### src/include/hd_params.svh
`ifndef HD_PARAMS_SVH
`define HD_PARAMS_SVH

// ============================================================
// encoder geometry
// ============================================================

// cores working in lockstep, one input lane each
`define HD_N_CORES      4
// bits per hypervector
`define HD_DIM          32
// item index bits per lane
`define HD_LANE_W       4
// entries in each item memory
`define HD_ITEM_DEPTH   16

// register map
`define HD_REG_CTRL     0
`define HD_REG_COUNT    1

`endif

### src/hdl/hd_pkg.sv
`include "hd_params.svh"

package hd_pkg;

    // one hypervector
    typedef logic [`HD_DIM-1:0] hv_t;
    // item memory index
    typedef logic [`HD_LANE_W-1:0] item_t;
    // per-bit counter, also the beat counter (bundles up to 255)
    typedef logic [7:0] count_t;
    // item count, 1 to depth, so one bit wider than the index
    typedef logic [$clog2(`HD_ITEM_DEPTH):0] items_t;

    // input beat, one index per core lane
    typedef logic [`HD_N_CORES*`HD_LANE_W-1:0] lanes_t;
    // output beat, one hypervector per core
    typedef logic [`HD_N_CORES*`HD_DIM-1:0] results_t;

    // register port
    typedef logic [1:0] reg_addr_t;
    typedef logic [31:0] word_t;

    // generator sequencing
    typedef enum logic [1:0] {gen_idle, gen_fill, gen_tie} gen_state_t;

endpackage

### src/hdl/hd_regs.sv
`timescale 1ns/100ps

`include "hd_params.svh"

module hd_regs import hd_pkg::*; (
    input  logic      AXIS_ACLK,
    input  logic      S_AXI_ARESETN,
    input  logic      reg_wr,
    input  reg_addr_t reg_addr,
    input  word_t     reg_wdata,
    input  logic      gen_done,
    output logic      gen,
    output logic      run,
    output items_t    item_count
);

    // ============================================================
    // control and count registers
    // ============================================================

    always_ff @(posedge AXIS_ACLK) begin
        if (!S_AXI_ARESETN) begin
            gen        <= 1'b0;
            run        <= 1'b0;
            // full memory by default
            item_count <= items_t'(`HD_ITEM_DEPTH);
        end else if (reg_wr) begin
            case (reg_addr)
                reg_addr_t'(`HD_REG_CTRL): begin
                    // bit 0 gen, bit 1 run
                    gen <= reg_wdata[0];
                    run <= reg_wdata[1];
                end
                reg_addr_t'(`HD_REG_COUNT): begin
                    item_count <= reg_wdata[$bits(items_t)-1:0];
                end
                default: begin
                    // unmapped, write dropped
                end
            endcase
        end else if (gen_done) begin
            // generate phase ends by itself
            gen <= 1'b0;
        end
    end

endmodule

### src/hdl/item_generator.sv
`timescale 1ns/100ps

module item_generator import hd_pkg::*; (
    input  logic   AXIS_ACLK,
    input  logic   S_AXI_ARESETN,
    input  logic   gen,
    input  items_t item_count,
    output logic   im_we,
    output item_t  im_addr,
    output hv_t    im_data,
    output hv_t    tie_hv,
    output logic   gen_done
);

    localparam hv_t seed = 32'h2463534a;

    gen_state_t state;
    hv_t        rng;
    hv_t        rng_next;
    item_t      addr;
    logic       fill_last;

    // xorshift32, 13 / 17 / 5
    function automatic hv_t xs_step(input hv_t x);
        hv_t y;
        y = x ^ (x << 13);
        y = y ^ (y >> 17);
        y = y ^ (y << 5);
        return y;
    endfunction

    assign rng_next  = xs_step(rng);
    // final entry is count minus 1
    assign fill_last = ({1'b0, addr} == (item_count - items_t'(1)));

    // write port shared by every core copy
    assign im_we    = (state == gen_fill);
    assign im_addr  = addr;
    assign im_data  = rng_next;
    // one cycle in tie, regs drop gen on this
    assign gen_done = (state == gen_tie);

    // ============================================================
    // sequencing
    // ============================================================

    always_ff @(posedge AXIS_ACLK) begin
        if (!S_AXI_ARESETN || !gen) begin
            // seed restarts outside the generate phase
            state <= gen_idle;
            rng   <= seed;
            addr  <= '0;
        end else begin
            case (state)
                gen_idle: begin
                    state <= gen_fill;
                    addr  <= '0;
                end
                gen_fill: begin
                    rng  <= rng_next;
                    addr <= addr + item_t'(1);
                    if (fill_last) begin
                        state <= gen_tie;
                    end
                end
                default: begin
                    state <= gen_idle;
                end
            endcase
        end
    end

    // next word after the last entry
    always_ff @(posedge AXIS_ACLK) begin
        if (state == gen_tie) begin
            tie_hv <= rng_next;
        end
    end

endmodule

### src/hdl/input_dispatch.sv
`timescale 1ns/100ps

module input_dispatch import hd_pkg::*; (
    input  logic   AXIS_ACLK,
    input  logic   S_AXI_ARESETN,
    input  logic   run,
    input  logic   gen,
    input  logic   in_tvalid,
    input  lanes_t in_tdata,
    input  logic   in_tlast,
    output logic   in_tready,
    input  logic   drained,
    output logic   beat_v,
    output logic   beat_last,
    output lanes_t beat_lanes
);

    logic pending;
    logic accept;

    // blocked in generate phase and while a result waits
    assign in_tready = run & ~gen & ~pending;
    assign accept    = in_tvalid & in_tready;

    // ============================================================
    // beat broadcast and busy flag
    // ============================================================

    always_ff @(posedge AXIS_ACLK) begin
        if (!S_AXI_ARESETN) begin
            beat_v    <= 1'b0;
            beat_last <= 1'b0;
            pending   <= 1'b0;
        end else begin
            beat_v    <= accept;
            beat_last <= accept & in_tlast;
            // held from last beat until output handshake
            if (accept && in_tlast) begin
                pending <= 1'b1;
            end else if (drained) begin
                pending <= 1'b0;
            end
        end
    end

    // lane indices, only meaningful with beat_v
    always_ff @(posedge AXIS_ACLK) begin
        if (accept) begin
            beat_lanes <= in_tdata;
        end
    end

endmodule

### src/hdl/hd_core.sv
`timescale 1ns/100ps

`include "hd_params.svh"

module hd_core import hd_pkg::*; (
    input  logic  AXIS_ACLK,
    input  logic  S_AXI_ARESETN,
    input  logic  im_we,
    input  item_t im_addr,
    input  hv_t   im_data,
    input  hv_t   tie_hv,
    input  logic  beat_v,
    input  logic  beat_last,
    input  item_t beat_item,
    output logic  result_v,
    output hv_t   result
);

    hv_t    item_mem [`HD_ITEM_DEPTH];
    hv_t    item_hv;
    count_t cnt [`HD_DIM];
    count_t cnt_next [`HD_DIM];
    count_t beats;
    count_t beats_next;
    hv_t    maj;

    // ============================================================
    // item memory, local copy
    // ============================================================

    always_ff @(posedge AXIS_ACLK) begin
        if (im_we) begin
            item_mem[im_addr] <= im_data;
        end
    end

    // asynchronous lookup
    assign item_hv = item_mem[beat_item];

    // ============================================================
    // accumulate and decide
    // ============================================================

    // counts including the current beat
    always_comb begin
        beats_next = beats + count_t'(1);
        for (int b = 0; b < `HD_DIM; b++) begin
            cnt_next[b] = cnt[b] + count_t'(item_hv[b]);
            // 2*count against beat count, 9 bits wide
            if ({cnt_next[b], 1'b0} > {1'b0, beats_next}) begin
                maj[b] = 1'b1;
            end else if ({cnt_next[b], 1'b0} < {1'b0, beats_next}) begin
                maj[b] = 1'b0;
            end else begin
                // exact tie, even bundle only
                maj[b] = tie_hv[b];
            end
        end
    end

    always_ff @(posedge AXIS_ACLK) begin
        if (!S_AXI_ARESETN) begin
            beats    <= '0;
            result_v <= 1'b0;
            for (int b = 0; b < `HD_DIM; b++) begin
                cnt[b] <= '0;
            end
        end else begin
            result_v <= beat_v & beat_last;
            if (beat_v) begin
                // last beat closes the bundle, start over
                beats <= beat_last ? '0 : beats_next;
                for (int b = 0; b < `HD_DIM; b++) begin
                    cnt[b] <= beat_last ? '0 : cnt_next[b];
                end
            end
        end
    end

    always_ff @(posedge AXIS_ACLK) begin
        if (beat_v && beat_last) begin
            result <= maj;
        end
    end

endmodule

### src/hdl/output_stream.sv
`timescale 1ns/100ps

module output_stream import hd_pkg::*; (
    input  logic     AXIS_ACLK,
    input  logic     S_AXI_ARESETN,
    input  logic     result_v,
    input  results_t results,
    input  logic     out_tready,
    output logic     out_tvalid,
    output results_t out_tdata,
    output logic     out_tlast,
    output logic     drained
);

    // every beat is a whole packet
    assign out_tlast = out_tvalid;
    // handshake frees the input side
    assign drained   = out_tvalid & out_tready;

    // ============================================================
    // output beat
    // ============================================================

    always_ff @(posedge AXIS_ACLK) begin
        if (!S_AXI_ARESETN) begin
            out_tvalid <= 1'b0;
        end else if (result_v) begin
            out_tvalid <= 1'b1;
        end else if (drained) begin
            out_tvalid <= 1'b0;
        end
    end

    // loaded only on result_v
    // input is blocked until drained so data stays stable
    always_ff @(posedge AXIS_ACLK) begin
        if (result_v) begin
            out_tdata <= results;
        end
    end

endmodule

### src/hdl/hd_top.sv
`timescale 1ns/100ps

`include "hd_params.svh"

module hd_top import hd_pkg::*; (
    input  logic      AXIS_ACLK,
    input  logic      S_AXI_ARESETN,
    // register port
    input  logic      reg_wr,
    input  reg_addr_t reg_addr,
    input  word_t     reg_wdata,
    output logic      generating,
    // input stream
    input  logic      in_tvalid,
    input  lanes_t    in_tdata,
    input  logic      in_tlast,
    output logic      in_tready,
    // output stream
    output logic      out_tvalid,
    output results_t  out_tdata,
    output logic      out_tlast,
    input  logic      out_tready
);

    logic     gen;
    logic     run;
    items_t   item_count;
    logic     gen_done;
    logic     im_we;
    item_t    im_addr;
    hv_t      im_data;
    hv_t      tie_hv;
    logic     beat_v;
    logic     beat_last;
    lanes_t   beat_lanes;
    logic     drained;
    logic     [`HD_N_CORES-1:0] core_v;
    logic     results_v;
    results_t results;

    assign generating = gen;
    // cores run in lockstep, all flags rise together
    assign results_v  = &core_v;

    // ============================================================
    // control and generate
    // ============================================================

    hd_regs i_hd_regs (
        .AXIS_ACLK     (AXIS_ACLK),
        .S_AXI_ARESETN (S_AXI_ARESETN),
        .reg_wr        (reg_wr),
        .reg_addr      (reg_addr),
        .reg_wdata     (reg_wdata),
        .gen_done      (gen_done),
        .gen           (gen),
        .run           (run),
        .item_count    (item_count)
    );

    item_generator i_item_generator (
        .AXIS_ACLK     (AXIS_ACLK),
        .S_AXI_ARESETN (S_AXI_ARESETN),
        .gen           (gen),
        .item_count    (item_count),
        .im_we         (im_we),
        .im_addr       (im_addr),
        .im_data       (im_data),
        .tie_hv        (tie_hv),
        .gen_done      (gen_done)
    );

    // ============================================================
    // datapath
    // ============================================================

    input_dispatch i_input_dispatch (
        .AXIS_ACLK     (AXIS_ACLK),
        .S_AXI_ARESETN (S_AXI_ARESETN),
        .run           (run),
        .gen           (gen),
        .in_tvalid     (in_tvalid),
        .in_tdata      (in_tdata),
        .in_tlast      (in_tlast),
        .in_tready     (in_tready),
        .drained       (drained),
        .beat_v        (beat_v),
        .beat_last     (beat_last),
        .beat_lanes    (beat_lanes)
    );

    // core i: lane i in, slice i out
    for (genvar i = 0; i < `HD_N_CORES; i++) begin : g_core
        hd_core i_hd_core (
            .AXIS_ACLK     (AXIS_ACLK),
            .S_AXI_ARESETN (S_AXI_ARESETN),
            .im_we         (im_we),
            .im_addr       (im_addr),
            .im_data       (im_data),
            .tie_hv        (tie_hv),
            .beat_v        (beat_v),
            .beat_last     (beat_last),
            .beat_item     (beat_lanes[i*`HD_LANE_W +: `HD_LANE_W]),
            .result_v      (core_v[i]),
            .result        (results[i*`HD_DIM +: `HD_DIM])
        );
    end

    output_stream i_output_stream (
        .AXIS_ACLK     (AXIS_ACLK),
        .S_AXI_ARESETN (S_AXI_ARESETN),
        .result_v      (results_v),
        .results       (results),
        .out_tready    (out_tready),
        .out_tvalid    (out_tvalid),
        .out_tdata     (out_tdata),
        .out_tlast     (out_tlast),
        .drained       (drained)
    );

endmodule

### config.mk
export PLATFORM = sky130hd
export DESIGN_NAME = hd_top
export DESIGN_NICKNAME = d
export VERILOG_FILES = /design/src/hdl/hd_pkg.sv /design/src/hdl/hd_regs.sv /design/src/hdl/item_generator.sv /design/src/hdl/input_dispatch.sv /design/src/hdl/hd_core.sv /design/src/hdl/output_stream.sv /design/src/hdl/hd_top.sv
export VERILOG_INCLUDE_DIRS = /design/src /design/src/include
export SDC_FILE = /design/constraint.sdc
export NUM_CORES = 2
export LEC_CHECK = 0
export BUFFER_PORTS_ARGS = -buffer_cell sky130_fd_sc_hd__clkbuf_2
export CORE_ASPECT_RATIO = 1.4
export CORE_MARGIN = 1.5
export CORE_UTILIZATION = 40
export DETAILED_ROUTE_END_ITERATION = 8
export GPL_ROUTABILITY_DRIVEN = 0
export PLACE_DENSITY_LB_ADDON = 0.08
export SLEW_MARGIN = 5
export SYNTH_ARGS = -nofsm -noshare
export SYNTH_HDL_FRONTEND = slang
export SYNTH_HIERARCHICAL = 1
export SYNTH_SLANG_ARGS = --single-unit
### constraint.sdc
create_clock -name AXIS_ACLK -period 7.3 [get_ports AXIS_ACLK]
set_clock_uncertainty 0.05 [all_clocks]
set_input_delay 1.095 -clock AXIS_ACLK [delete_from_list [all_inputs] [get_ports AXIS_ACLK]]
set_output_delay 1.095 -clock AXIS_ACLK [all_outputs]
set_load 0.03 [all_outputs]
==> parameters.txt <==
Parameter                              Value

Synthesis
  Warnings, synthesis    6
  Post-synth EDFFs    3376
  Parity-gate share of the synthesized area counting xor and xnor cells    4.89%
  Avg Cell Area, Syn    15.1 sq um
  Number of cells produced by synthesis    10900
  Count of unique library cells instantiated by Yosys    56
  Cell area after technology mapping    164000 sq um
  Sequential-to-total area share from yosys stat    62.7%
  Post-synthesis simple-gate area fraction    10.4%
  Multiplexer area fraction after synthesis    7.05%
  Dominant combinational cell family by area after synthesis    simple AND/OR/NAND/NOR gates
  Async SR Flop Fraction    0%
  Complex-gate fraction of the synthesized area    5.13%
  Flop and latch count out of synthesis    3461
  Net Count, Synth    12100
  Adder and majority gate portion of the synthesized area    8.86%
  Primary flip-flop cell chosen by synthesis mapping    sky130_fd_sc_hd__edfxtp_1

Setup path
  Crit path arrival time    5.53 ns
  Startpoint-to-endpoint class of the critical path    reg -> reg
  Minimum setup slack among reg-to-reg paths    2.32 ns
  Crit path max fanout    53
  Worst R2R Path Depth    13
  Endpoint required time on the critical path    7.85 ns
  Startpoint class of the critical path    register
  Element type at the critical path end    register

Pwr
  Power Total    42.2 mW
  Static leakage    69.0 nW
  Max rail drop VDD    0.181 mV
  Cell Pwr Density    227 nW/um^2

Timing
  Total negative slack for setup checks    0 ns
  Final-report hold violation count    0
  Post-Route Hold Slack    0.241 ns
  Upper clock frequency limit    0.201 GHz
  Total count of max-transition violations in the final report    0
  Final critical-path required period    4.98 ns
  Final count of negative-setup-slack endpoints    0
  Final clock period utilization by the worst path    68.2%
  RSZ-0062 raised after global routing    no
  Max transition margin    15.3%
  Slew at the pin with the worst max-slew slack    1.27 ns

CTS
  Clock tree sinks    3461
  Root cell of the clock tree    sky130_fd_sc_hd__clkbuf_16
  Count of instances resized after the clock tree is built    0
  Post-cts hold buffer count    0
  CTS H-tree lvls    5
  Postcts setup bufs    0
  Number of buffers inserted during clock tree synthesis    359
  Maximum buffer depth of the clock tree    4
  Clock insertion delay at the later pin of the skew report    0.99 ns
  Clock-pin transition on the worst setup and hold timing paths    0.06 ns
  Clock tree from TritonCTS    yes

Routing
  Wire length per cell after detailed routing    26.6 microns
  Count of TritonRoute iterations in the first routing pass    6
  Vias after detailed routing    95700
  Post-DRT Antenna Nets    0
  Number of DRC markers in iteration 0    7531
  Number of DRC violations after detailed routing    0
  Via count normalized by instance count    5.62
  Wire length reported by the detailed router    453 mm

GRT
  Number of global-route vias before repair    100000
  Initial antenna violation count    42
  Global-route wire length before repair    663 mm
  Global-route congestion overflow total    0
  Maximum number of pins on one net before global-route repair    154
  Total track usage    21.7%

Placed design
  Number of placed cells counting well taps    16400
  Cell area after placement    174000 sq um
  Port Buffer Count    160
  HPWL after detailed placement    275 mm

Min path
  Type of the most critical hold path    in -> reg
  Depth of the worst hold-timing path    1

Floorplan
  Core Box Area    409000 sq um
  Row cnt    278
  Effective utilization at floorplan    40.2%
  Die X    545 microns
  Number of ports placed on the die boundary    188
  Die Span Y    762 microns
  Area enclosed by the die boundary    415000 sq um

Cells and area
  Area growth syn-to-layout    12.7%
  Layout cells sized above 1    13.9%
  Number of nets in the finished design    12500
  Cell Count, Final, Fillers Out    17000
  Post-route cell area    185000 sq um

Status
  Result of the run    finished, final reports clean

Job
  Max-cap viol count    0
cells by family after synthesis:
kind of cell             Yosys count
AND/OR/NAND/NOR                 3216
buffers and inverters            388
adder cells (fa/ha/maj)         1164
AO/OA/AOI/OAI                   1228
XOR/XNOR                         885
flip-flops                      3461
multiplexers                     518
stage by stage:
stage                     utilization (%)  setup slack [ns]
final                                45.3              2.32
after global routing                 45.3              2.08
after CTS                            45.3              2.25
after global placement               42.5              2.25
after detailed placement             42.5              2.26
after floorplan                         -             0.306
layout make-up:
type	count	area, sq um
clock buffer	440	9500
multi-input combinational	7011	60900
tap	5460	6830
inverter	28	135
timing repair buffer	407	2870
antenna	21	52.6
clock inverter	214	1930
fill	35800	224000
sequential	3461	103000
worst paths after layout:
kind,startpoint,to
worst max-delay path,i_input_dispatch/beat_lanes[0]$_DFFE_PP_,g_core[0].i_hd_core/result[26]$_SDFFCE_PN1P_
worst min-delay path,in_tdata[9],i_input_dispatch/beat_lanes[9]$_DFFE_PP_
worst max register to register,i_input_dispatch/beat_lanes[0]$_DFFE_PP_,g_core[0].i_hd_core/result[26]$_SDFFCE_PN1P_
worst min register to register,g_core[2].i_hd_core/result[2]$_SDFFCE_PN1P_,i_output_stream/out_tdata[66]$_DFFE_PP_
cells in the mapped netlist, types with 4 or more instances:
library cell / n / area share [%]
sky130_fd_sc_hd__o21ai_0: 170 / 0.52
sky130_fd_sc_hd__a21oi_1: 267 / 0.81
sky130_fd_sc_hd__a22oi_1: 385 / 1.8
sky130_fd_sc_hd__inv_1: 28 / 0.064
sky130_fd_sc_hd__nand2_1: 680 / 1.6
sky130_fd_sc_hd__and4_1: 4 / 0.021
sky130_fd_sc_hd__nand3_1: 297 / 0.90
sky130_fd_sc_hd__or3_1: 15 / 0.057
sky130_fd_sc_hd__ha_1: 1164 / 8.9
sky130_fd_sc_hd__buf_2: 63 / 0.19
sky130_fd_sc_hd__nand4_1: 242 / 0.92
sky130_fd_sc_hd__nor4_1: 128 / 0.49
sky130_fd_sc_hd__and2_1: 515 / 2.0
sky130_fd_sc_hd__o211a_1: 129 / 0.79
sky130_fd_sc_hd__nor2b_1: 311 / 1.2
sky130_fd_sc_hd__and3_1: 353 / 1.3
sky130_fd_sc_hd__nor3_1: 158 / 0.48
sky130_fd_sc_hd__xnor2_1: 463 / 2.5
sky130_fd_sc_hd__nand3b_1: 15 / 0.068
sky130_fd_sc_hd__xor2_1: 400 / 2.1
sky130_fd_sc_hd__or3b_2: 4 / 0.021
sky130_fd_sc_hd__mux2i_1: 5 / 0.030
sky130_fd_sc_hd__xnor3_1: 17 / 0.23
sky130_fd_sc_hd__a31oi_1: 5 / 0.019
sky130_fd_sc_hd__nand2b_1: 142 / 0.54
sky130_fd_sc_hd__dfxtp_1: 85 / 1.0
sky130_fd_sc_hd__mux4_2: 512 / 7.0
sky130_fd_sc_hd__a21o_1: 127 / 0.58
sky130_fd_sc_hd__edfxtp_1: 3376 / 62
sky130_fd_sc_hd__buf_1: 35 / 0.080
sky130_fd_sc_hd__nor2_1: 342 / 0.78
sky130_fd_sc_hd__a211o_1: 4 / 0.021
sky130_fd_sc_hd__clkbuf_1: 223 / 0.51
sky130_fd_sc_hd__o31ai_1: 127 / 0.58
sky130_fd_sc_hd__buf_4: 37 / 0.17
worst max-delay path, cell delays in order, from the launching register on:
cell                       delay [ns]
sky130_fd_sc_hd__edfxtp_1        0.83
sky130_fd_sc_hd__buf_12          0.47
sky130_fd_sc_hd__mux4_2          0.56
sky130_fd_sc_hd__a22oi_1         0.29
sky130_fd_sc_hd__nand2_1         0.19
sky130_fd_sc_hd__ha_1            0.26
sky130_fd_sc_hd__ha_1            0.22
sky130_fd_sc_hd__nand3_1         0.12
sky130_fd_sc_hd__nor2_1          0.07
sky130_fd_sc_hd__xor2_1          0.16
sky130_fd_sc_hd__ha_1            0.32
sky130_fd_sc_hd__nand2_1         0.07
sky130_fd_sc_hd__nor4_1          0.04
sky130_fd_sc_hd__o31ai_1         0.96
layer usage:
| layer | vias to the layer above | global-route usage, % | share of wire, % |
|---|---|---|---|
| met4 | 10 | 6.12 | 2.8 |
| met1 | 49600 | 28.4 | 43 |
| met3 | 549 | 2.52 | 4.4 |
| met2 | 2143 | 37.8 | 50 |
| li1 | 43400 | - | - |
| met5 | - | 0 | 0.015 |
state kept, by name, indices dropped and copies added (netlist names):
name	count
i_item_generator/state	2
i_item_generator/tie_hv	32
i_input_dispatch/beat_lanes	16
i_hd_regs/run	1
i_hd_regs/item_count	5
i_item_generator/rng	32
i_item_generator/im_addr	4
g_core.i_hd_core/item_mem	2048
g_core.i_hd_core/result	128
i_output_stream/out_tlast	1
i_input_dispatch/beat_last	1
g_core.i_hd_core/cnt	1024
i_input_dispatch/beat_v	1
i_output_stream/out_tdata	128
g_core.i_hd_core/result_v	4
i_input_dispatch/pending	1
i_hd_regs/gen	1
g_core.i_hd_core/beats	32
power breakdown:
group	internal, mW	total [mW]	switching (mW)
clock network	10.2	18.2	8.00
logic	0.761	1.82	1.06
registers	21.9	22.2	0.231
placed cells by master, fill, tap and decap left out, types with 15 or more instances in the layout:
cell type,synthesis,routed
sky130_fd_sc_hd__a21o_1,127,127
sky130_fd_sc_hd__a21oi_1,267,267
sky130_fd_sc_hd__a22oi_1,385,385
sky130_fd_sc_hd__and2_1,515,511
sky130_fd_sc_hd__and3_1,353,353
sky130_fd_sc_hd__buf_12,0,17
sky130_fd_sc_hd__buf_4,37,230
sky130_fd_sc_hd__bufinv_16,0,24
sky130_fd_sc_hd__clkbuf_1,223,68
sky130_fd_sc_hd__clkbuf_16,0,366
sky130_fd_sc_hd__clkbuf_2,1,159
sky130_fd_sc_hd__clkinv_1,0,75
sky130_fd_sc_hd__clkinv_2,0,79
sky130_fd_sc_hd__dfxtp_1,85,77
sky130_fd_sc_hd__diode_2,0,21
sky130_fd_sc_hd__edfxtp_1,3376,3376
sky130_fd_sc_hd__ha_1,1164,1164
sky130_fd_sc_hd__inv_1,28,21
sky130_fd_sc_hd__mux4_2,512,512
sky130_fd_sc_hd__nand2_1,680,676
sky130_fd_sc_hd__nand2b_1,142,141
sky130_fd_sc_hd__nand3_1,297,297
sky130_fd_sc_hd__nand3b_1,15,15
sky130_fd_sc_hd__nand4_1,242,242
sky130_fd_sc_hd__nor2_1,342,290
sky130_fd_sc_hd__nor2_4,0,52
sky130_fd_sc_hd__nor2b_1,311,298
sky130_fd_sc_hd__nor3_1,158,142
sky130_fd_sc_hd__nor3_2,0,16
sky130_fd_sc_hd__nor4_1,128,128
sky130_fd_sc_hd__o211a_1,129,129
sky130_fd_sc_hd__o21ai_0,170,170
sky130_fd_sc_hd__o31ai_1,127,127
sky130_fd_sc_hd__or3_1,15,15
sky130_fd_sc_hd__xnor2_1,463,429
sky130_fd_sc_hd__xnor2_2,2,34
sky130_fd_sc_hd__xnor3_1,17,16
sky130_fd_sc_hd__xor2_1,400,383
sky130_fd_sc_hd__xor2_4,0,17
Power figures use the tool's default switching activity.
